--- src/rtl/dmem_pkg.sv ---
package dmem_pkg;

	// Word and lane sizes
	localparam int DATA_W = 32;
	localparam int BE_W = 4;

	// RAM holds 1024 words, the core sees one more address bit for I/O
	localparam int MEM_AW = 10;
	localparam int MEM_WORDS = 1 << MEM_AW;
	localparam int CORE_AW = 11;

	// I/O window just above the RAM
	localparam logic [CORE_AW-1:0] ADDR_BTN = 11'h400;
	localparam logic [CORE_AW-1:0] ADDR_SW = 11'h401;
	localparam logic [CORE_AW-1:0] ADDR_LED = 11'h402;

	// Board I/O widths
	localparam int BTN_W = 4;
	localparam int SW_W = 4;
	localparam int LED_W = 4;

	// Core load/store request
	// All-zero byte enables means a read
	typedef struct packed {
		logic [BE_W-1:0] be;
		logic [CORE_AW-1:0] addr;
		logic [DATA_W-1:0] wdata;
	} core_req_t;

	// RAM-bound request, same fields with the narrower address
	typedef struct packed {
		logic [BE_W-1:0] be;
		logic [MEM_AW-1:0] addr;
		logic [DATA_W-1:0] wdata;
	} mem_req_t;

	// Response, data only meaningful for reads
	typedef struct packed {
		logic [DATA_W-1:0] rdata;
	} rsp_t;

endpackage

--- src/rtl/dmem_arbiter.sv ---
`timescale 1ns/1ps

module dmem_arbiter
	import dmem_pkg::*;
(
	input logic clk,
	input logic rst,
	input logic core_pending,
	input logic con_pending,
	input mem_req_t core_held,
	input mem_req_t con_held,
	input logic [DATA_W-1:0] ram_rdata,
	output logic core_grant,
	output logic con_grant,
	output logic ram_en,
	output logic [BE_W-1:0] ram_we,
	output logic [MEM_AW-1:0] ram_addr,
	output logic [DATA_W-1:0] ram_wdata,
	output logic core_mem_rsp_valid,
	output logic con_mem_rsp_valid,
	output rsp_t mem_rsp
);

	// Controller wins the next conflict when set
	logic con_first;
	// Both buffers asking in the same cycle
	logic conflict;
	// Request steered onto the RAM
	mem_req_t sel;

	assign conflict = core_pending && con_pending;

	// Single requester always wins, otherwise the priority flag decides
	assign core_grant = core_pending && (!con_pending || !con_first);
	assign con_grant = con_pending && (!core_pending || con_first);

	// Loser of a conflict goes first next time
	always_ff @(posedge clk) begin
		if (rst) begin
			con_first <= 1'b0;
		end else if (conflict) begin
			con_first <= core_grant;
		end
	end

	// RAM drive from the granted buffer
	assign sel = con_grant ? con_held : core_held;
	assign ram_en = core_grant || con_grant;
	assign ram_we = sel.be;
	assign ram_addr = sel.addr;
	assign ram_wdata = sel.wdata;

	// Winner remembered for the cycle the RAM data appears
	always_ff @(posedge clk) begin
		if (rst) begin
			core_mem_rsp_valid <= 1'b0;
			con_mem_rsp_valid <= 1'b0;
		end else begin
			core_mem_rsp_valid <= core_grant;
			con_mem_rsp_valid <= con_grant;
		end
	end

	// RAM output is already registered, pass straight through
	assign mem_rsp.rdata = ram_rdata;

	a_grant_onehot: assert property (
		@(posedge clk) disable iff (rst)
		!(core_grant && con_grant)
	) else $error("both requesters granted");

	// Losing one conflict at most, so service within two cycles
	a_core_served: assert property (
		@(posedge clk) disable iff (rst)
		core_pending |-> ##[0:1] core_grant
	) else $error("core request starved");

	a_con_served: assert property (
		@(posedge clk) disable iff (rst)
		con_pending |-> ##[0:1] con_grant
	) else $error("controller request starved");

endmodule

--- config.mk ---
export PLATFORM = sky130hd
export DESIGN_NAME = dmem_arbiter
export DESIGN_NICKNAME = d
export VERILOG_FILES = /design/src/rtl/dmem_pkg.sv /design/src/rtl/dmem_arbiter.sv
export SDC_FILE = /design/constraint.sdc
export NUM_CORES = 1
export LEC_CHECK = 0
export BUFFER_PORTS_ARGS = -buffer_cell sky130_fd_sc_hd__buf_4
export CORE_AREA = 2 2 83 85
export DETAILED_ROUTE_END_ITERATION = 8
export DIE_AREA = 0 0 85 87
export GPL_TIMING_DRIVEN = 0
export PLACE_DENSITY = 0.55
export SETUP_SLACK_MARGIN = 0.05
export SYNTH_ARGS = -nofsm -noshare
export SYNTH_HDL_FRONTEND = slang
export SYNTH_SLANG_ARGS = --single-unit
--- constraint.sdc ---
create_clock -name clk -period 1.5 [get_ports clk]
set_input_delay 0.15 -clock clk [delete_from_list [all_inputs] [get_ports clk]]
set_output_delay 0.15 -clock clk [all_outputs]
set_load 0.02 [all_outputs]
==> impl_results.md <==
* Dpl cells at 354
* DRT iter0 DRCs at 7
* Power density cells at 504 mW/mm^2
* Hold crit path type: in2reg
* Distinct cells, synth at 14
* Antenna viol nets, final at 0
* Vias in the first global route at ~1,400
* H-tree depth at 1
* Failing checks: setup timing
* Final critical-path share of the clock period at 110%
* # diodes at 0
* Crit path capture type: output port
* DR pass1 iterations at 3
* Setup CP Type: reg2out
* Seq/Total Area, Yosys at under 10%
* Crit-path cells: o21ai_4, buf_6, buf_12, buf_12, mux2_4, buf_6
* Max Cap Viol at 0
* Post-Route WL at 4170 um
* Hold WS at 0.0963 ns
* Routability cong. at 0.644
* Maximum clock rate at between 0.6 and 0.7 GHz
* Initial Util at between 15 and 20%
* Pin count of the biggest net entering global routing at 11
* Die width at 85 um
* RSZ-0062 raised after global routing: yes
* Yosys warns at 0
* Initial antenna violation count at 0
* Die Ht at 87 um
* Setup violations, final at 46
* Worst-path clk slew at approximately 0.03 ns
* Clk_lat worst skew at 0.22 ns
* Fin. Hold Viols at 0
* Period minus WS final at 1.66 ns
* CP peak stage delay at 0.34 ns
* CP Data Arrival Time at 1.51 ns
* CP Buf/Inv Count at 4
* TritonCTS clock tree: built
* Clk Tree Root Cell: clkbuf_8
* Post-route insts no fill at 368
* GRT Util Overall at 9.85%
* CP max FO at 5
* Fillers at 667
* DR vias/cell at 3.75
* GR Overflow Total at 0
* Worst-Margin Slew at around 0.19 ns
* CTS buffer count at 3
* Mapped Area at 996 um^2
* Ports at about 210
* Clock Tree Buf Depth at 2
* Worst vdd ir at 0.000191 V
* P&R area growth vs syn at 179%
* Critical path's slowest cell: dfxtp_4
* Share of cells above drive strength 1 at approximately 96%
* Seq cells post-synth at 3
* Final instance area at 0.00278 mm^2
* Post-DP HPWL at 3570 um
* Worst slew margin at between 80% and 90%
* Pleak at around 0.0015 uW
* Clock sink total at 3
* Reg area at around 64 um^2
* DRC Markers at 0
* Synthesized area per cell at about 10 um^2
* NumNets Final at between 400 and 500
* CP delay by family, top: buffers and inverters
* Area of the multi-input gates at approximately 670 um^2
* Syn nets at about 220
* WP data required at 1.35 ns
* Placed instance area at 0.00243 mm^2
* CORE AREA at 0.00657 mm^2
* First-pass GRT wire length at 6120 um
* Worst setup margin at -0.157 ns
* Clock Skews at 0.00406 ns
* PnR Total Power at about 1400 uW
* Startpoint types: register
* Status: complete, but fails checks
* Syn Inst Count at 96
* Die area at around 0.0074 mm^2
* WL per Instance at between 10 and 15 um
* Max Slew Vio Count at 0
* Rows at 30
* IO buf count at around 180
* Total number of vias at 1,381
==> final cells by class <==
class,count,area share (%)
plain buffers,35,10.5
clock buffers,4,1.62
inverters,2,0.270
multi-input cells,54,24.1
flip-flops and latches,3,2.30
well taps,80,3.60
repair buffers,190,57.7
==> cells by family (layout without fill, tap and decap cells) <==
| kind of cell | after synthesis | after routing | share of synthesized area [%] |
|---|---|---|---|
| AO/OA/AOI/OAI | 2 | 2 | 1.38 |
| XOR/XNOR | 1 | 1 | 0.880 |
| buffers and inverters | 39 | 231 | 30.5 |
| flip-flops | 3 | 3 | 6.03 |
| multiplexers | 46 | 46 | 58.8 |
| AND/OR/NAND/NOR | 5 | 5 | 2.39 |
==> sequential cells by signal (all words and copies together) (netlist names) <==
register	cells
con_first	1
core_mem_rsp_valid	1
con_mem_rsp_valid	1
==> timing repair <==
| action | in CTS | in global routing |
|---|---|---|
| gates resized for setup | 43 | 5 |
| cloned | 2 | 0 |
| setup buffers | 9 | 1 |
| pin swaps | 1 | 0 |
| endpoints found under the setup margin | 47 | 47 |
| hold buffers | 0 | 0 |
| hold endpoints to repair | 0 | 0 |
==> path summary, 6_finish.rpt <==
path | startpoint | cells past startpoint | endpoint | slack (ns)
max reg2reg | con_first | 6 | con_mem_rsp_valid | 0.41
min reg2reg | con_first | 3 | con_first | 0.62
max | con_first | 6 | ram_addr[1] | -0.16
min | rst | 2 | con_first | 0.1
==> cell usage in the layout, fill, tap and decap left out, drive strengths merged <==
master | netlist | final
a21oi | 1 | 1
buf | 37 | 225
clkbuf | 0 | 4
dfxtp | 3 | 3
inv | 2 | 2
mux2 | 46 | 46
nand2 | 1 | 1
nor2 | 2 | 2
nor2b | 1 | 1
o21ai | 1 | 1
or2 | 1 | 1
xor2 | 1 | 1
==> cell usage after synthesis <==
cell      n  area share [%]
buf_8     2             3.0
o21ai_2   1            0.88
mux2_2   28              32
nor2b_1   1            0.63
dfxtp_1   3             6.0
buf_6     1             1.1
nor2_1    2            0.75
mux2_4   18              27
nand2_1   1            0.38
inv_1     2            0.75
buf_4    34              26
or2_2     1            0.63
xor2_1    1            0.88
a21oi_1   1            0.50
==> metrics by stage <==
| stage | setup WS (ns) | utilization [%] | setup TNS, ns |
|---|---|---|---|
| global route | -0.220 | 42.3 | -9.26 |
| detailed placement | -0.0710 | 37.0 | -1.04 |
| finish | -0.157 | 42.3 | -6.07 |
| floorplan | 0.197 | - | 0 |
| global placement | -0.0926 | 37.0 | -1.42 |
| CTS | -0.193 | 41.9 | -7.93 |
==> power breakdown <==
group / total (uW) / switching, uW / internal [uW] / leakage (uW)
sequential: 89.2 / 3.34 / 85.9 / 0.0000255
clock: 231 / 50.0 / 181 / 0.0000228
combinational: 1080 / 419 / 663 / 0.00150
==> metal layers <==
metal | GRT usage, % | part of all wire [%]
met1 | 9.45 | 28
met2 | 20.3 | 60
met3 | 2.75 | 12
met4 | 2.45 | 0
met5 | 0 | 0
(Power assumes the default switching activity.)
