===== src/rtl/dmem_pkg.sv =====
package dmem_pkg;

	// Word and lane sizes
	localparam int DATA_W = 32;
	localparam int BE_W = 4;

	// RAM holds 1024 words, the core sees one more address bit for I/O
	localparam int MEM_AW = 10;
	localparam int MEM_WORDS = 1 << MEM_AW;
	localparam int CORE_AW = 11;

	// I/O window just above the RAM
	localparam logic [CORE_AW-1:0] ADDR_BTN = 11'h400;
	localparam logic [CORE_AW-1:0] ADDR_SW = 11'h401;
	localparam logic [CORE_AW-1:0] ADDR_LED = 11'h402;

	// Board I/O widths
	localparam int BTN_W = 4;
	localparam int SW_W = 4;
	localparam int LED_W = 4;

	// Core load/store request
	// All-zero byte enables means a read
	typedef struct packed {
		logic [BE_W-1:0] be;
		logic [CORE_AW-1:0] addr;
		logic [DATA_W-1:0] wdata;
	} core_req_t;

	// RAM-bound request, same fields with the narrower address
	typedef struct packed {
		logic [BE_W-1:0] be;
		logic [MEM_AW-1:0] addr;
		logic [DATA_W-1:0] wdata;
	} mem_req_t;

	// Response, data only meaningful for reads
	typedef struct packed {
		logic [DATA_W-1:0] rdata;
	} rsp_t;

endpackage


===== src/rtl/dmem_req_buffer.sv =====
`timescale 1ns/1ps

module dmem_req_buffer
	import dmem_pkg::*;
(
	input logic clk,
	input logic rst,
	input logic req_valid,
	input mem_req_t req,
	input logic grant,
	input logic rsp_valid,
	output logic pending,
	output mem_req_t held
);

	// Set from capture until the response strobe
	logic in_flight;

	// Pending flag, up from capture until the grant cycle
	always_ff @(posedge clk) begin
		if (rst) begin
			pending <= 1'b0;
		end else if (req_valid) begin
			pending <= 1'b1;
		end else if (grant) begin
			pending <= 1'b0;
		end
	end

	// Outstanding tracking
	// A new strobe in the response cycle keeps the flag up
	always_ff @(posedge clk) begin
		if (rst) begin
			in_flight <= 1'b0;
		end else begin
			if (rsp_valid) begin
				in_flight <= 1'b0;
			end
			if (req_valid) begin
				in_flight <= 1'b1;
			end
		end
	end

	// Request payload
	always_ff @(posedge clk) begin
		if (req_valid) begin
			held <= req;
		end
	end

	// No back-pressure, so a second strobe before the response is lost
	a_one_outstanding: assert property (
		@(posedge clk) disable iff (rst)
		req_valid |-> !pending && (!in_flight || rsp_valid)
	) else $error("request strobe while previous request outstanding");

endmodule


===== config.mk =====
export PLATFORM = sky130hd
export DESIGN_NAME = dmem_req_buffer
export DESIGN_NICKNAME = d
export VERILOG_FILES = /design/src/rtl/dmem_pkg.sv /design/src/rtl/dmem_req_buffer.sv
export SDC_FILE = /design/constraint.sdc
export NUM_CORES = 1
export LEC_CHECK = 0
export ABC_AREA = 1
export BUFFER_PORTS_ARGS = -buffer_cell sky130_fd_sc_hd__buf_2
export CORE_MARGIN = 8
export CORE_UTILIZATION = 36
export DETAILED_ROUTE_END_ITERATION = 7
export PLACE_DENSITY = 0.81
export SLEW_MARGIN = 10
export SYNTH_ARGS = -nofsm -noshare
export SYNTH_HDL_FRONTEND = slang
export SYNTH_SLANG_ARGS = --single-unit

===== constraint.sdc =====
create_clock -name clk -period 0.8 [get_ports clk]
set_input_delay 0.08 -clock clk [delete_from_list [all_inputs] [get_ports clk]]
set_output_delay 0.08 -clock clk [all_outputs]
set_load 0.005 [all_outputs]

==> impl_metrics.env, run 1 <==
export IMPL_fp_dieArea_mm2=0.00621
export IMPL_syn_num_nets=102
export IMPL_clock_root_buffer="clkbuf_8"
export IMPL_syn_inst=51
export IMPL_cts_tree="built"
export IMPL_holdPathStages=4
export IMPL_viasPerCell=4.26
export IMPL_cp_slowest_stage_delay_ns=0.40
export IMPL_final_util_pct=66.0
export IMPL_synth_seq_cells=47
export IMPL_first_global_vias=1205
export IMPL_ys_seq_area_share_pct=98.6
export IMPL_hp_class="in2reg"
export IMPL_grt_overflow=0
export IMPL_synth_edff_count=46
export IMPL_r2r_start="pending"
export IMPL_die_w_um=78.8
export IMPL_worst_ep_arrival_time_ns=0.83
export IMPL_die_h_um=78.8
export IMPL_num_vias=1082
export IMPL_setup_worst_path_start="held[2]"
export IMPL_vdd_drop_max_uv=1150
export IMPL_finClkSkew_ns=0
export IMPL_diodes=0
export IMPL_dr_pass1_iters=4
export IMPL_synth_top_area_share_pct=97.2
export IMPL_rr_endpoint="pending"
export IMPL_avgRoutedWirePerCell_um=15.8
export IMPL_htreeDepth=2
export IMPL_dpl_worst_slack_ns=0.0826
export IMPL_start_util_pct=36.6
export IMPL_synth_cell_types=5
export IMPL_syn2layout_area_growth_pct=80.4
export IMPL_status="finished, violations left"
export IMPL_cp_end_kind="output pin"
export IMPL_post_cts_setup_buffers=0
export IMPL_ys_async_sr_fraction_pct=0
export IMPL_grtUsageTotal_pct=12.9
export IMPL_netlist_area_mm2=0.00142
export IMPL_rsz0062_at_grt="true"
export IMPL_port_buffers=96
export IMPL_cp_max_fo=1
export IMPL_ant_nets=0
export IMPL_gp_congestion=0.674
export IMPL_crit_required_ns=0.72
export IMPL_crit_type="reg2out"
export IMPL_hold_viol=0
export IMPL_period_minus_slack_ns=0.908
export IMPL_path_delay_family="flip-flops"
export IMPL_power_leakage_uw=0.00111
export IMPL_max_freq_ghz=1.10
export IMPL_reg2reg_depth=2
export IMPL_synthFlopType="edfxtp_1"
export IMPL_synthesis_yosys_warnings=0
export IMPL_fillers=304
export IMPL_critPathLaunchType="register"
export IMPL_core_area_mm2=0.00388
export IMPL_cp_depth=1
export IMPL_cts_inserted_buffers=5
export IMPL_crit_chain="buf_2"
export IMPL_reg2reg_slack_ns=0.21
export IMPL_worst_slew_pin_slew_ns=0.135
export IMPL_finalSetupViolations=47
export IMPL_cp_slowest_cell="edfxtp_1"
export IMPL_power_uw=4880
export IMPL_synth_area_leader_cell="edfxtp_1"
export IMPL_drtIter0Drc=61
export IMPL_crit_buf_inv=1
export IMPL_drt_total_wl_mm=4.01
export IMPL_power_density_mw_per_mm2=1900
export IMPL_netlist_top_cells_count="46 x edfxtp_1, 2 x inv_1, 1 x a21oi_2, 1 x dfxtp_1, 1 x nand2_1"
export IMPL_failed_checks="setup timing"
export IMPL_cap_violations=0
export IMPL_clockBufferDepth=2
export IMPL_syn_area_per_cell_um2=27.9
export IMPL_clk_latency_ns=0.29
export IMPL_drc=0
export IMPL_synth_most_common_cell="edfxtp_1"
export IMPL_slew_headroom_pct=91.0
export IMPL_min_period_over_period_pct=113
export IMPL_io_pins=98
export IMPL_drive_above_1_share_pct=52.0
export IMPL_ys_top_cells_by_area="edfxtp_1 97%, dfxtp_1 1.4%, a21oi_2 0.62%"
export IMPL_finalMaxSlewViolations=0
export IMPL_path_clk_slew_ns=0.07
export IMPL_grt_pass1_wl_mm=6.00
export IMPL_setup_ws_ns=-0.108
export IMPL_cts_sinks=47
export IMPL_rows=23
export IMPL_fin_nets=254
export IMPL_grt_max_degree=26
export IMPL_endpoint="held[2]"
export IMPL_grt_antenna_before_repair=0
worst register-to-register path, cell delays in order (launching register included):
cell and delay (ns):
dfxtp_2 0.34, nand2_1 0.07, a21oi_2 0.11
cell families after synthesis:
logic type / share of synthesized area, %
flip-flops: 98.6
buffers and inverters: 0.528
AND/OR/NAND/NOR: 0.264
AO/OA/AOI/OAI: 0.616
cell type report:
cell class / count / area, um^2 / area share [%]
clock inverter: 1 / 5.00 / 0.195
timing repair buffer: 145 / 997 / 38.9
sequential: 47 / 1400 / 54.7
clock buffer: 7 / 76.3 / 2.98
multi-input combinational: 2 / 12.5 / 0.488
inverter: 2 / 7.51 / 0.293
tap: 50 / 62.6 / 2.44
metal layers:
metal | GRT usage (%) | routed length (um) | vias to the layer above
li1 | - | - | 502
met1 | 13.0 | 1380 | 508
met2 | 20.8 | 2020 | 63
met3 | 8.01 | 531 | 9
met4 | 5.74 | 84 | 0
met5 | 0 | 0 | -
where the power goes:
part | switching [uW] | internal, uW | total [uW]
sequential | 46.3 | 2910 | 2960
combinational | 223 | 376 | 598
clock | 712 | 613 | 1330
metrics by stage:
stage | setup TNS [ns] | cells | area, um^2 | hold slack, ns
final | -3.14 | 254 | 2560 | 0.0528
after global routing | -5.53 | 254 | 2560 | 0.0436
after CTS | -3.72 | 254 | 2560 | 0.0216
after detailed placement | 0 | 199 | 2000 | 0.243
after global placement | 0 | 199 | 2000 | 0.240
after floorplan | 0 | 51 | 1420 | 0.142
sequential cells by signal, summed over array words and instances, names as in the netlist:
name     cells
held        46
pending      1
worst min-delay path by stage:
| stage | slack, ns | end | start |
|---|---|---|---|
| 4_1_cts | 0.02 | pending | grant |
| 6_report | 0.05 | pending | grant |
| 5_1_grt | 0.04 | pending | grant |
| 3_3_place_gp | 0.24 | pending | rst |
| 2_1_floorplan | 0.14 | pending | rst |
| 3_5_place_dp | 0.24 | pending | rst |
cells in the final DEF (no fill, tap or decap):
| cell type | instances |
|---|---|
| nand2_1 | 1 |
| a21oi_2 | 1 |
| dlygate4sd3_1 | 47 |
| clkbuf_1 | 2 |
| buf_6 | 1 |
| buf_2 | 95 |
| dfxtp_2 | 1 |
| inv_1 | 2 |
| clkbuf_8 | 5 |
| clkinv_2 | 1 |
| buf_12 | 2 |
| edfxtp_1 | 46 |
repair_timing:
action	4_1_cts	5_1_grt
hold endpoints to repair	47	0
pin swaps	0	0
gates resized for setup	1	1
endpoints found under the setup margin	47	47
hold buffers	47	0
Power figures use the tool's default switching activity.
==> inputs of run 2 (changes only) <==
==> constraint.sdc (replaced) <==
create_clock -name clk -period 0.8 [get_ports clk]
set_input_delay 0.08 -clock clk [delete_from_list [all_inputs] [get_ports clk]]
set_output_delay 0.08 -clock clk [all_outputs]
set_load 0.01 [all_outputs]
==> run 2 against run 1 <==
  * Largest cell class unchanged
  * Core utilization is 0.35 points higher
  * Wire length is 4.5% lower
  * Clock power hardly changed
  * Worst hold slack worse by 0.0026 ns
  * Global-route usage is 0.48 points lower
  * Die area stayed put
  * Count of clock-buffer cells in the layout stayed put
  * Non-clock buffer count is 1 higher
  * Register-to-register slack worse by 0.11 ns
  * Sequential cell count stayed put
  * Critical path type unchanged
  * The flow still finishes with violations (setup timing)
  * Design area is 0.54% higher
==> impl_metrics.env, run 2 (synthesized netlist as in run 1, its figures left out) <==
export IMPL_ant_nets=0
export IMPL_drtIter0Drc=38
export IMPL_cp_max_fo=1
export IMPL_start_util_pct=36.6
export IMPL_min_period_over_period_pct=113
export IMPL_drt_total_wl_mm=3.83
export IMPL_wl_met1_mm=1.40
export IMPL_diodes=0
export IMPL_die_h_um=78.8
export IMPL_clk_latency_ns=0.29
export IMPL_largest_reg_flops=46
export IMPL_fillers=287
export IMPL_intPower_uw=3910
export IMPL_cp_slowest_cell="edfxtp_1"
export IMPL_crit_buf_inv=1
export IMPL_path_clk_slew_ns=0.08
export IMPL_switching_share_pct=21.0
export IMPL_grt_overflow=0
export IMPL_drc=0
export IMPL_rows=23
export IMPL_slew_headroom_pct=90.7
export IMPL_grt_pass1_wl_mm=5.83
export IMPL_dr_wl_met3_um=495
export IMPL_seq_power_share_pct=59.7
export IMPL_clock_root_buffer="clkbuf_8"
export IMPL_vdd_drop_max_uv=1400
export IMPL_layout_commonest_cell="buf_2"
export IMPL_hp_class="in2reg"
export IMPL_failed_checks="setup timing"
export IMPL_first_global_vias=1190
export IMPL_dr_pass1_iters=4
export IMPL_worst_ep_arrival_time_ns=0.83
export IMPL_worst_slew_pin_slew_ns=0.140
export IMPL_viasPerCell=4.03
export IMPL_top_register="held"
export IMPL_hold_viol=0
export IMPL_finalMaxSlewViolations=0
export IMPL_port_buffers=96
export IMPL_critPathLaunchType="register"
export IMPL_gp_congestion=0.674
export IMPL_cts_sinks=47
export IMPL_layout_common_cells="94 x buf_2, 47 x dlygate4sd3_1, 46 x edfxtp_1"
export IMPL_top_layer_used="met4"
export IMPL_p_comb_share_pct=13.7
export IMPL_power_leakage_uw=0.00112
export IMPL_power_density_mw_per_mm2=1920
export IMPL_htreeDepth=2
export IMPL_core_area_mm2=0.00388
export IMPL_setup_ws_ns=-0.108
export IMPL_cap_violations=0
export IMPL_avgRoutedWirePerCell_um=15.0
export IMPL_rsz0062_at_grt="true"
export IMPL_num_vias=1028
export IMPL_grt_max_degree=26
export IMPL_path_delay_family="flip-flops"
export IMPL_drive_above_1_share_pct=52.2
export IMPL_crit_type="reg2out"
export IMPL_finClkSkew_ns=0
export IMPL_fp_dieArea_mm2=0.00621
export IMPL_clockBufferDepth=2
export IMPL_cts_tree="built"
export IMPL_power_uw=4950
export IMPL_wl_met2_mm=1.89
export IMPL_io_pins=98
export IMPL_cp_end_kind="output pin"
export IMPL_die_w_um=78.8
export IMPL_fin_nets=255
export IMPL_status="finished, violations left"
export IMPL_place_hpwl_mm=2.65
export IMPL_placedCellCount=199
export IMPL_cp_slowest_stage_delay_ns=0.40
export IMPL_reg_largest_list="held: 46 flops, pending: 1 flops"
export IMPL_syn2layout_area_growth_pct=81.3
export IMPL_grtUsageTotal_pct=12.4
export IMPL_crit_chain="buf_6"
export IMPL_switchingPower_uw=1040
export IMPL_cts_inserted_buffers=5
export IMPL_fin_cells=255
export IMPL_crit_required_ns=0.72
export IMPL_finalSetupViolations=47
export IMPL_clkPwrFrac_pct=26.5
export IMPL_grt_antenna_before_repair=0
export IMPL_period_minus_slack_ns=0.908
export IMPL_max_freq_ghz=1.10
-- run 2: power by group through the flow --
stage / combinational (uW) / sequential (uW) / clock [uW]
final: 680 / 2960 / 1310
after global routing: 732 / 2980 / 1490
after CTS: 678 / 2960 / 1380
after floorplan: 5.90 / 3130 / 0
after detailed placement: 496 / 3010 / 0
after global placement: 485 / 3000 / 0
-- run 2: layout make-up --
class	instances	area, um^2	area share, %
Inverter	2	7.51	0.291
Clock inverter	1	5.00	0.194
Clock buffer	7	76.3	2.96
Sequential cell	47	1400	54.4
Timing Repair Buffer	146	1010	39.2
Multi-Input combinational cell	2	12.5	0.485
Tap cell	50	62.6	2.43
-- run 2: layer usage --
layer | vias to the layer above | track usage [%]
li1 | 503 | -
met1 | 460 | 12.1
met2 | 60 | 20.8
met3 | 5 | 7.67
met4 | 0 | 5.00
met5 | - | 0
-- run 2: worst paths after layout --
path	startpoint	endpoint	slack, ns	cells after the start
max	held[35]	held[35]	-0.11	1
min	grant	pending	0.05	4
max reg2reg	pending	pending	0.10	3
min reg2reg	pending	pending	0.62	3
-- run 2: repair_timing --
| action | 4_1_cts | 5_1_grt |
|---|---|---|
| buffers inserted | 0 | 1 |
| hold buffers | 47 | 0 |
| endpoints found under the setup margin | 47 | 47 |
| endpoints found under the hold margin | 47 | 0 |
| resized for setup | 2 | 1 |
-- run 2: worst min-delay path, delay by kind of cell --
family / cells / cell delay (ns)
simple gates: 1 / 0.06
compound gates: 1 / 0.05
buf+inv: 2 / 0.10
-- run 2: metrics by stage --
| step | hold slack, ns | util (%) | TNS (ns) | setup slack, ns | area, um^2 |
|---|---|---|---|---|---|
| finish | 0.0501 | 66.3 | -3.57 | -0.108 | 2580 |
| global route | 0.0350 | 66.3 | -5.81 | -0.164 | 2580 |
| detailed placement | 0.246 | 51.6 | 0 | 0.0824 | 2000 |
| floorplan | 0.142 | - | 0 | 0.214 | 1420 |
| CTS | 0.0262 | 66.0 | -4.58 | -0.123 | 2560 |
| global placement | 0.240 | 51.6 | 0 | 0.0910 | 2000 |
