--- src/rtl/dmem_pkg.sv ---
package dmem_pkg;

	// Word and lane sizes
	localparam int DATA_W = 32;
	localparam int BE_W = 4;

	// RAM holds 1024 words, the core sees one more address bit for I/O
	localparam int MEM_AW = 10;
	localparam int MEM_WORDS = 1 << MEM_AW;
	localparam int CORE_AW = 11;

	// I/O window just above the RAM
	localparam logic [CORE_AW-1:0] ADDR_BTN = 11'h400;
	localparam logic [CORE_AW-1:0] ADDR_SW = 11'h401;
	localparam logic [CORE_AW-1:0] ADDR_LED = 11'h402;

	// Board I/O widths
	localparam int BTN_W = 4;
	localparam int SW_W = 4;
	localparam int LED_W = 4;

	// Core load/store request
	// All-zero byte enables means a read
	typedef struct packed {
		logic [BE_W-1:0] be;
		logic [CORE_AW-1:0] addr;
		logic [DATA_W-1:0] wdata;
	} core_req_t;

	// RAM-bound request, same fields with the narrower address
	typedef struct packed {
		logic [BE_W-1:0] be;
		logic [MEM_AW-1:0] addr;
		logic [DATA_W-1:0] wdata;
	} mem_req_t;

	// Response, data only meaningful for reads
	typedef struct packed {
		logic [DATA_W-1:0] rdata;
	} rsp_t;

endpackage

--- src/rtl/core_io_port.sv ---
`timescale 1ns/1ps

module core_io_port
	import dmem_pkg::*;
(
	input logic clk,
	input logic rst,
	input logic core_req_valid,
	input core_req_t core_req,
	input logic [BTN_W-1:0] btn,
	input logic [SW_W-1:0] sw,
	input logic mem_rsp_valid,
	input rsp_t mem_rsp,
	output logic mem_req_valid,
	output mem_req_t mem_req,
	output logic core_rsp_valid,
	output rsp_t core_rsp,
	output logic [LED_W-1:0] led
);

	// Address below the I/O window
	logic is_ram;
	// Two-stage synchronisers for the board inputs
	logic [BTN_W-1:0] btn_s1;
	logic [BTN_W-1:0] btn_s2;
	logic [SW_W-1:0] sw_s1;
	logic [SW_W-1:0] sw_s2;
	// Full LED word, only the low bits reach the pins
	logic [DATA_W-1:0] led_reg;
	// Local I/O response
	logic mmio_rsp_valid;
	rsp_t mmio_rsp;

	assign is_ram = core_req.addr < ADDR_BTN;

	// RAM traffic goes on to the request buffer
	assign mem_req_valid = core_req_valid && is_ram;
	assign mem_req.be = core_req.be;
	assign mem_req.addr = core_req.addr[MEM_AW-1:0];
	assign mem_req.wdata = core_req.wdata;

	// Async inputs
	always_ff @(posedge clk) begin
		if (rst) begin
			btn_s1 <= '0;
			btn_s2 <= '0;
			sw_s1 <= '0;
			sw_s2 <= '0;
		end else begin
			btn_s1 <= btn;
			btn_s2 <= btn_s1;
			sw_s1 <= sw;
			sw_s2 <= sw_s1;
		end
	end

	// LED register with byte-lane merge
	// Any enable pattern works, not just aligned halfwords
	always_ff @(posedge clk) begin
		if (rst) begin
			led_reg <= '0;
		end else if (core_req_valid && core_req.addr == ADDR_LED) begin
			for (int i = 0; i < BE_W; i++) begin
				if (core_req.be[i]) begin
					led_reg[8*i +: 8] <= core_req.wdata[8*i +: 8];
				end
			end
		end
	end

	assign led = led_reg[LED_W-1:0];

	// I/O response strobe, one cycle after the request
	always_ff @(posedge clk) begin
		if (rst) begin
			mmio_rsp_valid <= 1'b0;
		end else begin
			mmio_rsp_valid <= core_req_valid && !is_ram;
		end
	end

	// I/O read data
	// Unmapped window addresses read zero
	always_ff @(posedge clk) begin
		case (core_req.addr)
			ADDR_BTN: mmio_rsp.rdata <= {{(DATA_W-BTN_W){1'b0}}, btn_s2};
			ADDR_SW: mmio_rsp.rdata <= {{(DATA_W-SW_W){1'b0}}, sw_s2};
			ADDR_LED: mmio_rsp.rdata <= led_reg;
			default: mmio_rsp.rdata <= '0;
		endcase
	end

	// Merge of the two response sources
	assign core_rsp_valid = mmio_rsp_valid || mem_rsp_valid;
	assign core_rsp = mmio_rsp_valid ? mmio_rsp : mem_rsp;

	// One core request outstanding, so the two paths never answer together
	a_rsp_exclusive: assert property (
		@(posedge clk) disable iff (rst)
		!(mmio_rsp_valid && mem_rsp_valid)
	) else $error("I/O and RAM responses collided");

endmodule

--- config.mk ---
export PLATFORM = sky130hd
export DESIGN_NAME = core_io_port
export DESIGN_NICKNAME = d
export VERILOG_FILES = /design/src/rtl/dmem_pkg.sv /design/src/rtl/core_io_port.sv
export SDC_FILE = /design/constraint.sdc
export NUM_CORES = 1
export LEC_CHECK = 0
export ABC_AREA = 1
export ABC_CLOCK_PERIOD_IN_PS = 1700
export BUFFER_PORTS_ARGS = -buffer_cell sky130_fd_sc_hd__buf_4
export CAP_MARGIN = 20
export CORE_ASPECT_RATIO = 1.2
export CORE_UTILIZATION = 46
export DETAILED_ROUTE_END_ITERATION = 12
export PLACE_DENSITY = 0.79
export SYNTH_ARGS = -nofsm -noshare
export SYNTH_HDL_FRONTEND = slang
export SYNTH_SLANG_ARGS = --single-unit
--- constraint.sdc ---
create_clock -name clk -period 1.7 [get_ports clk]
set_clock_uncertainty 0.2 [all_clocks]
set_input_delay 0.17 -clock clk [delete_from_list [all_inputs] [get_ports clk]]
set_output_delay 0.17 -clock clk [all_outputs]
set_load 0.005 [all_outputs]
==> out/qor.csv, run 1 <==
metric;value;unit
met3 GRT Util;3.74;%
Die Footprint;0.00801;mm^2
met2 global-route usage;45.0;%
P_sw;872;uW
DRC Markers;0;
CP Launch Type;register;
worst path cell trace;bufbuf_16, or2_2, buf_4;
CTS tree;yes;
hold_sp;core_req[32];
adder-cell share of the synthesized area;0;%
RSZ-0062 raised after global routing;yes;
Post-Synth Simple-Gate Area;33.9;%
status;finished, violations left;
Crit path largest cell delay;350;ps
Die Y;97.8;um
DR pass1 iterations;4;
Synth Area in XOR/XNOR;0;%
final hold vios;0;
Worst Setup Slack post-DPL;70.3;ps
GRT met1 Usage;24.3;%
Comb pwr share;15.3;%
Final Max Tran Viols;0;
vias in the first global route;3339;
Avg Synthesized Cell Area;6.96;um^2
CTS sink cnt;81;
FILL cells;583;
f_max;572;MHz
syn nets;597;
final worst-path cycle share;103;%
CTS Buffer Depth;2;
Pwr Total;3.88;mW
EDFF count, synth;0;
ratio of cells with drive above 1 in the final layout;30.3;%
most numerous cell in the Yosys netlist;nand2_1;
ANT cells;0;
r2r setup slk;810;ps
relative slew slack;74.5;%
Final Core Density;72.6;%
synthesis-to-layout area growth;50.9;%
Sequential Power Share;49.5;%
worst-path maximum fanout;10;
max_cap viols;0;
clk root buf;clkbuf_8;
Core Region;0.00732;mm^2
Worst-path clk slew;80;ps
Detail Route Antenna Nets;0;
area leader, netlist;dfxtp_1;
GR Util All Layers;23.1;%
final instance area;0.00531;mm^2
via count;3448;
synthesized instance count;506;
Yosys top cell area share;46.1;%
Non-Filler Instances;776;
Inst Count DP;708;
Synth Flop Type;dfxtp_1;
initial antenna violation count;0;
top cells by count, synth;nand2_1 (166), nor2_1 (115), dfxtp_1 (81);
Worst Hold End;mmio_rsp[0];
Top Usage Layer GRT;met2;
First DRT Iteration DRCs;183;
failing checks;setup timing;
top post-synthesis cells by area;dfxtp_1 (46%), nand2_1 (18%), nor2_1 (12%), buf_4 (11%), inv_1 (5.8%);
internal power;3.01;mW
largest net degree at the start of global routing;33;
largest family of logic cells by synthesized area;simple AND/OR/NAND/NOR gates;
Compound-Gate Fraction of Synth Area;0.853;%
PortBufs;174;
I/O pin count;175;
DR WL/cell;11.7;um
worst path required time;1330;ps
final setup vio count;3;
Die Span X;81.9;um
min Tclk post-route;1750;ps
reg2reg start;led_reg[1];
Clk Latency, worst-skew pair;330;ps
multiplexer area fraction after synthesis;0;%
Synth cell types;15;
WP data arrival;1380;ps
Via density;4.44;
sw frac;22.5;%
global-route wire length before repair;14.4;mm
Row Count;34;
reg-to-reg critical path endpoint;mmio_rsp[1];
fraction of registers with async set/reset;0;%
Least-Margin Pin Slew;382;ps
Max VDD drop;0.524;mV
routability cong.;0.744;
Slowest cell on crit path;dfxtp_2;
Starting Density;48.1;%
Worst Slack Setup Final;-49.6;ps
R2R cell count;2;
Layout Nets;772;
critical path class;register to output port;
final WL;9.08;mm
Clk pwr share;35.2;%
Num CTS Buffers;9;
H-tree Lvls;3;
CP Capture Type;output port;
Area after DPL;0.00457;mm^2
hold path cells;4;
register area share after synthesis;46.1;%
Synth Warn #;0;
Pwr Density;731;mW/mm^2
Static Leak;2.82;nW
area of the mapped netlist;0.00352;mm^2
post-detail-place hpwl;6.03;mm
Remaining Overflow, GRT;0;
hold crit path type;primary input to register;
#FFs+latches synth;81;
==> worst max-delay path, delay by kind of cell, from the launching register on <==
family / cells / cell delay, ps
buffers and inverters: 2 / 410
DFF: 1 / 350
and+or+nand+nor: 1 / 280
==> power groups by stage <==
stage | logic (mW) | clock network (mW) | registers (mW)
final | 0.595 | 1.37 | 1.92
after global routing | 0.645 | 1.47 | 1.92
after CTS | 0.590 | 1.39 | 1.92
after detailed placement | 0.489 | 0 | 1.96
after global placement | 0.480 | 0 | 1.96
after floorplan | 0.196 | 0 | 1.96
==> worst max path at each step <==
stage                              start              to  slack [ps]  cells after the start
final                     mmio_rsp_valid  core_rsp_valid         -50                      3
after global routing      mmio_rsp_valid     core_rsp[0]         -90                      6
after CTS                 mmio_rsp_valid    core_rsp[30]         -60                      6
after detailed placement    core_req[41]      led_reg[2]          70                      9
after global placement      core_req[41]      led_reg[5]         110                      8
after floorplan             core_req[41]      led_reg[0]         370                      8
==> per-layer routing <==
metal | share of wire [%] | up-vias
li1 | - | 1789
met1 | 37 | 1529
met2 | 57 | 120
met3 | 5.5 | 10
met4 | 0.98 | 0
met5 | 0 | -
==> layout by cell type, fill, tap and decap left out <==
cell type	n
dlygate4sd3_1	51
dfxtp_2	1
clkinv_2	2
inv_2	2
bufbuf_16	1
nand4_4	1
dfxtp_1	80
buf_6	1
buf_4	178
or2_2	1
nand4_2	3
o211ai_1	4
bufinv_16	1
inv_1	53
clkinvlp_4	2
nand4_1	8
nor2_1	115
nand2_1	166
buf_12	3
clkbuf_8	10
clkbuf_1	1
nor2_4	2
==> cell families after synthesis <==
family                 Yosys count
buffers and inverters          125
DFF                             81
and+or+nand+nor                296
AOI/OAI and AO/OA                4
==> timing repair <==
item                                    CTS  global route
setup buffers                             0             0
resized for setup                         1             2
endpoints found under the hold margin    49             0
cloned                                    1             0
hold buffers                             51             0
endpoints found under the setup margin   32            39
==> through the flow <==
stage | hold slack, ps | setup TNS, ps
final | 45.6 | -60.3
after global routing | 63.8 | -1580
after CTS | 40.1 | -719
after detailed placement | 179 | 0
after global placement | 169 | 0
after floorplan | 77.0 | 0
==> layout make-up <==
class	count	area [um^2]	area share, %
clock buffers	11	141	2.66
inverters	55	206	3.89
well taps	90	113	2.12
clock inverters	5	55.1	1.04
repair buffers	234	1950	36.7
flip-flops and latches	81	1620	30.6
multi-input cells	300	1220	23.0
No activity file was read; power rests on OpenSTA's default activity.
==> run 2, diff against run 1 <==
Settings changed: ABC_AREA 1 to unset, CORE_UTILIZATION 46 to 47, GPL_TIMING_DRIVEN set to 0, PLACE_DENSITY 0.79 to 0.8.
==> run 2 against run 1 <==
Compared with the run above: the flow still finishes with violations (setup timing); combinational power rose by 38%; synthesized cell count fell by 31%; clock power rose by 23%; sequential cell count did not move; via count fell by 7.5%; global-route usage rose by 2.1 points; sequential power barely moved; routed wire length rose by 13%; maximum frequency fell by 4.3%; final cell count fell by 12%; largest power group unchanged; highest routed layer unchanged.
==> out/qor.csv, run 2 <==
metric;value;unit
status;finished, violations left;
failing checks;setup timing;
ANT cells;0;
Non-Filler Instances;683;
area leader, netlist;dfxtp_1;
final worst-path cycle share;108;%
Comb pwr share;18.6;%
initial antenna violation count;0;
Die Y;99.2;um
Remaining Overflow, GRT;0;
WP data arrival;1460;ps
f_max;547;MHz
Max VDD drop;0.609;mV
top post-synthesis cells by area;dfxtp_1 (44%), nand2b_1 (11%), buf_4 (10%), mux2i_1 (9.7%), mux2_1 (8.8%);
RSZ-0062 raised after global routing;yes;
Avg Synthesized Cell Area;10.6;um^2
routability cong.;0.713;
syn nets;441;
EDFF count, synth;0;
Synth Warn #;0;
synthesis-to-layout area growth;69.8;%
Core Region;0.00766;mm^2
area of the mapped netlist;0.00370;mm^2
Detail Route Antenna Nets;0;
top cells by count, synth;dfxtp_1 (81), nand2b_1 (65), buf_4 (50);
post-detail-place hpwl;6.61;mm
Crit path largest cell delay;420;ps
Die Footprint;0.00824;mm^2
CP Capture Type;output port;
synthesized instance count;350;
Clk pwr share;38.1;%
Num CTS Buffers;9;
CTS sink cnt;81;
Static Leak;2.86;nW
Synth Flop Type;dfxtp_1;
Clk Latency, worst-skew pair;340;ps
P_sw;938;uW
Die Span X;83.0;um
final setup vio count;33;
worst path required time;1330;ps
Inst Count DP;614;
worst path cell trace;buf_12, clkbuf_16, mux2_4, buf_6;
commonest non-fill, non-tap cell in the layout;buf_4;
hold crit path type;primary input to register;
max_cap viols;0;
Yosys top cell area share;43.8;%
Row Count;35;
final hold vios;0;
CTS Buffer Depth;2;
sw frac;21.2;%
GR Util All Layers;25.3;%
worst-path maximum fanout;5;
Worst-path clk slew;80;ps
most numerous cell in the Yosys netlist;dfxtp_1;
FILL cells;454;
fraction of registers with async set/reset;0;%
relative slew slack;66.2;%
vias in the first global route;3411;
Final Max Tran Viols;0;
DR pass1 iterations;4;
min Tclk post-route;1830;ps
ratio of cells with drive above 1 in the final layout;50.8;%
CTS tree;yes;
PortBufs;172;
final WL;10.3;mm
register area share after synthesis;43.8;%
via count;3189;
DR WL/cell;15.1;um
Slowest cell on crit path;dfxtp_4;
Least-Margin Pin Slew;507;ps
clk root buf;clkbuf_8;
DRC Markers;0;
#FFs+latches synth;81;
First DRT Iteration DRCs;73;
CP Launch Type;register;
Pwr Density;704;mW/mm^2
most frequent cells in the layout;buf_4 (195), dfxtp_1 (80), nand2b_1 (65);
global-route wire length before repair;16.6;mm
Layout Nets;678;
critical path class;register to output port;
Via density;4.67;
internal power;3.49;mW
largest net degree at the start of global routing;14;
H-tree Lvls;3;
Synth cell types;23;
Final Core Density;82.1;%
Worst Slack Setup Final;-128;ps
Starting Density;48.3;%
I/O pin count;175;
Sequential Power Share;43.4;%
-- run 2: power groups by stage --
stage / Clock [mW] / Combinational (mW) / Sequential (mW)
3_3_place_gp: 0 / 0.604 / 1.96
3_5_place_dp: 0 / 0.618 / 1.96
2_1_floorplan: 0 / 0.250 / 1.96
6_report: 1.68 / 0.822 / 1.92
4_1_cts: 1.70 / 0.818 / 1.92
5_1_grt: 1.79 / 0.873 / 1.92
-- run 2: worst max-delay path, delay by kind of cell (launching register included) --
family / cells / cell delay, ps
buffers and inverters: 3 / 400
DFF: 1 / 420
muxes: 1 / 310
-- run 2: cell type report --
| class | instances | area, um^2 | area share, % |
|---|---|---|---|
| clock inverter | 5 | 104 | 1.65 |
| multi-input combinational | 199 | 1740 | 27.7 |
| clock buffer | 10 | 138 | 2.19 |
| buffer | 67 | 510 | 8.12 |
| sequential | 81 | 1630 | 25.8 |
| tap | 92 | 115 | 1.83 |
| timing repair buffer | 229 | 2050 | 32.7 |
-- run 2: path summary, 6_finish.rpt --
| check | slack (ps) | startpoint | cells past startpoint | end |
|---|---|---|---|---|
| worst max-delay path | -130 | mmio_rsp_valid | 4 | core_rsp[15] |
| worst min-delay path | 110 | core_req[35] | 4 | mmio_rsp[0] |
| worst max register to register | 850 | led_reg[10] | 2 | led_reg[10] |
| worst min register to register | 240 | btn_s1[0] | 1 | btn_s2[0] |
-- run 2: cell families (layout without fill, tap and decap cells) --
kind of cell	count (synthesis)	after routing	share of synthesized area (%)
compound gates	4	4	0.946
buf+inv	70	311	12.6
flops	81	81	43.8
mux	68	68	19.5
simple gates	127	127	23.2
-- run 2: through the flow --
step	TNS, ps	instance area (um^2)	setup WS, ps	power [mW]	hold WS (ps)
final	-2210	6290	-128	4.43	107
after global routing	-3720	6290	-166	4.59	121
after CTS	-3320	6310	-135	4.43	60.4
after detailed placement	-44000	5120	-612	2.58	186
after global placement	-43790	5120	-589	2.57	181
after floorplan	-9660	3720	-209	2.21	83.8
-- run 2: metal layers --
metal	part of all wire [%]	global-route usage [%]	wire length [um]	vias to the layer above
met4	1.6	8.36	166	0
met2	55	48.9	5630	103
li1	-	-	-	1559
met5	0	0	0	-
met3	4.0	4.65	415	16
met1	40	27.5	4090	1511
-- run 2: what timing repair did --
action / 4_1_cts / 5_1_grt
cloned: 3 / 0
hold buffers: 43 / 1
setup buffers: 11 / 0
hold endpoints to repair: 45 / 3
setup endpoints to repair: 95 / 58
resized for setup: 78 / 10
pin swaps: 5 / 1
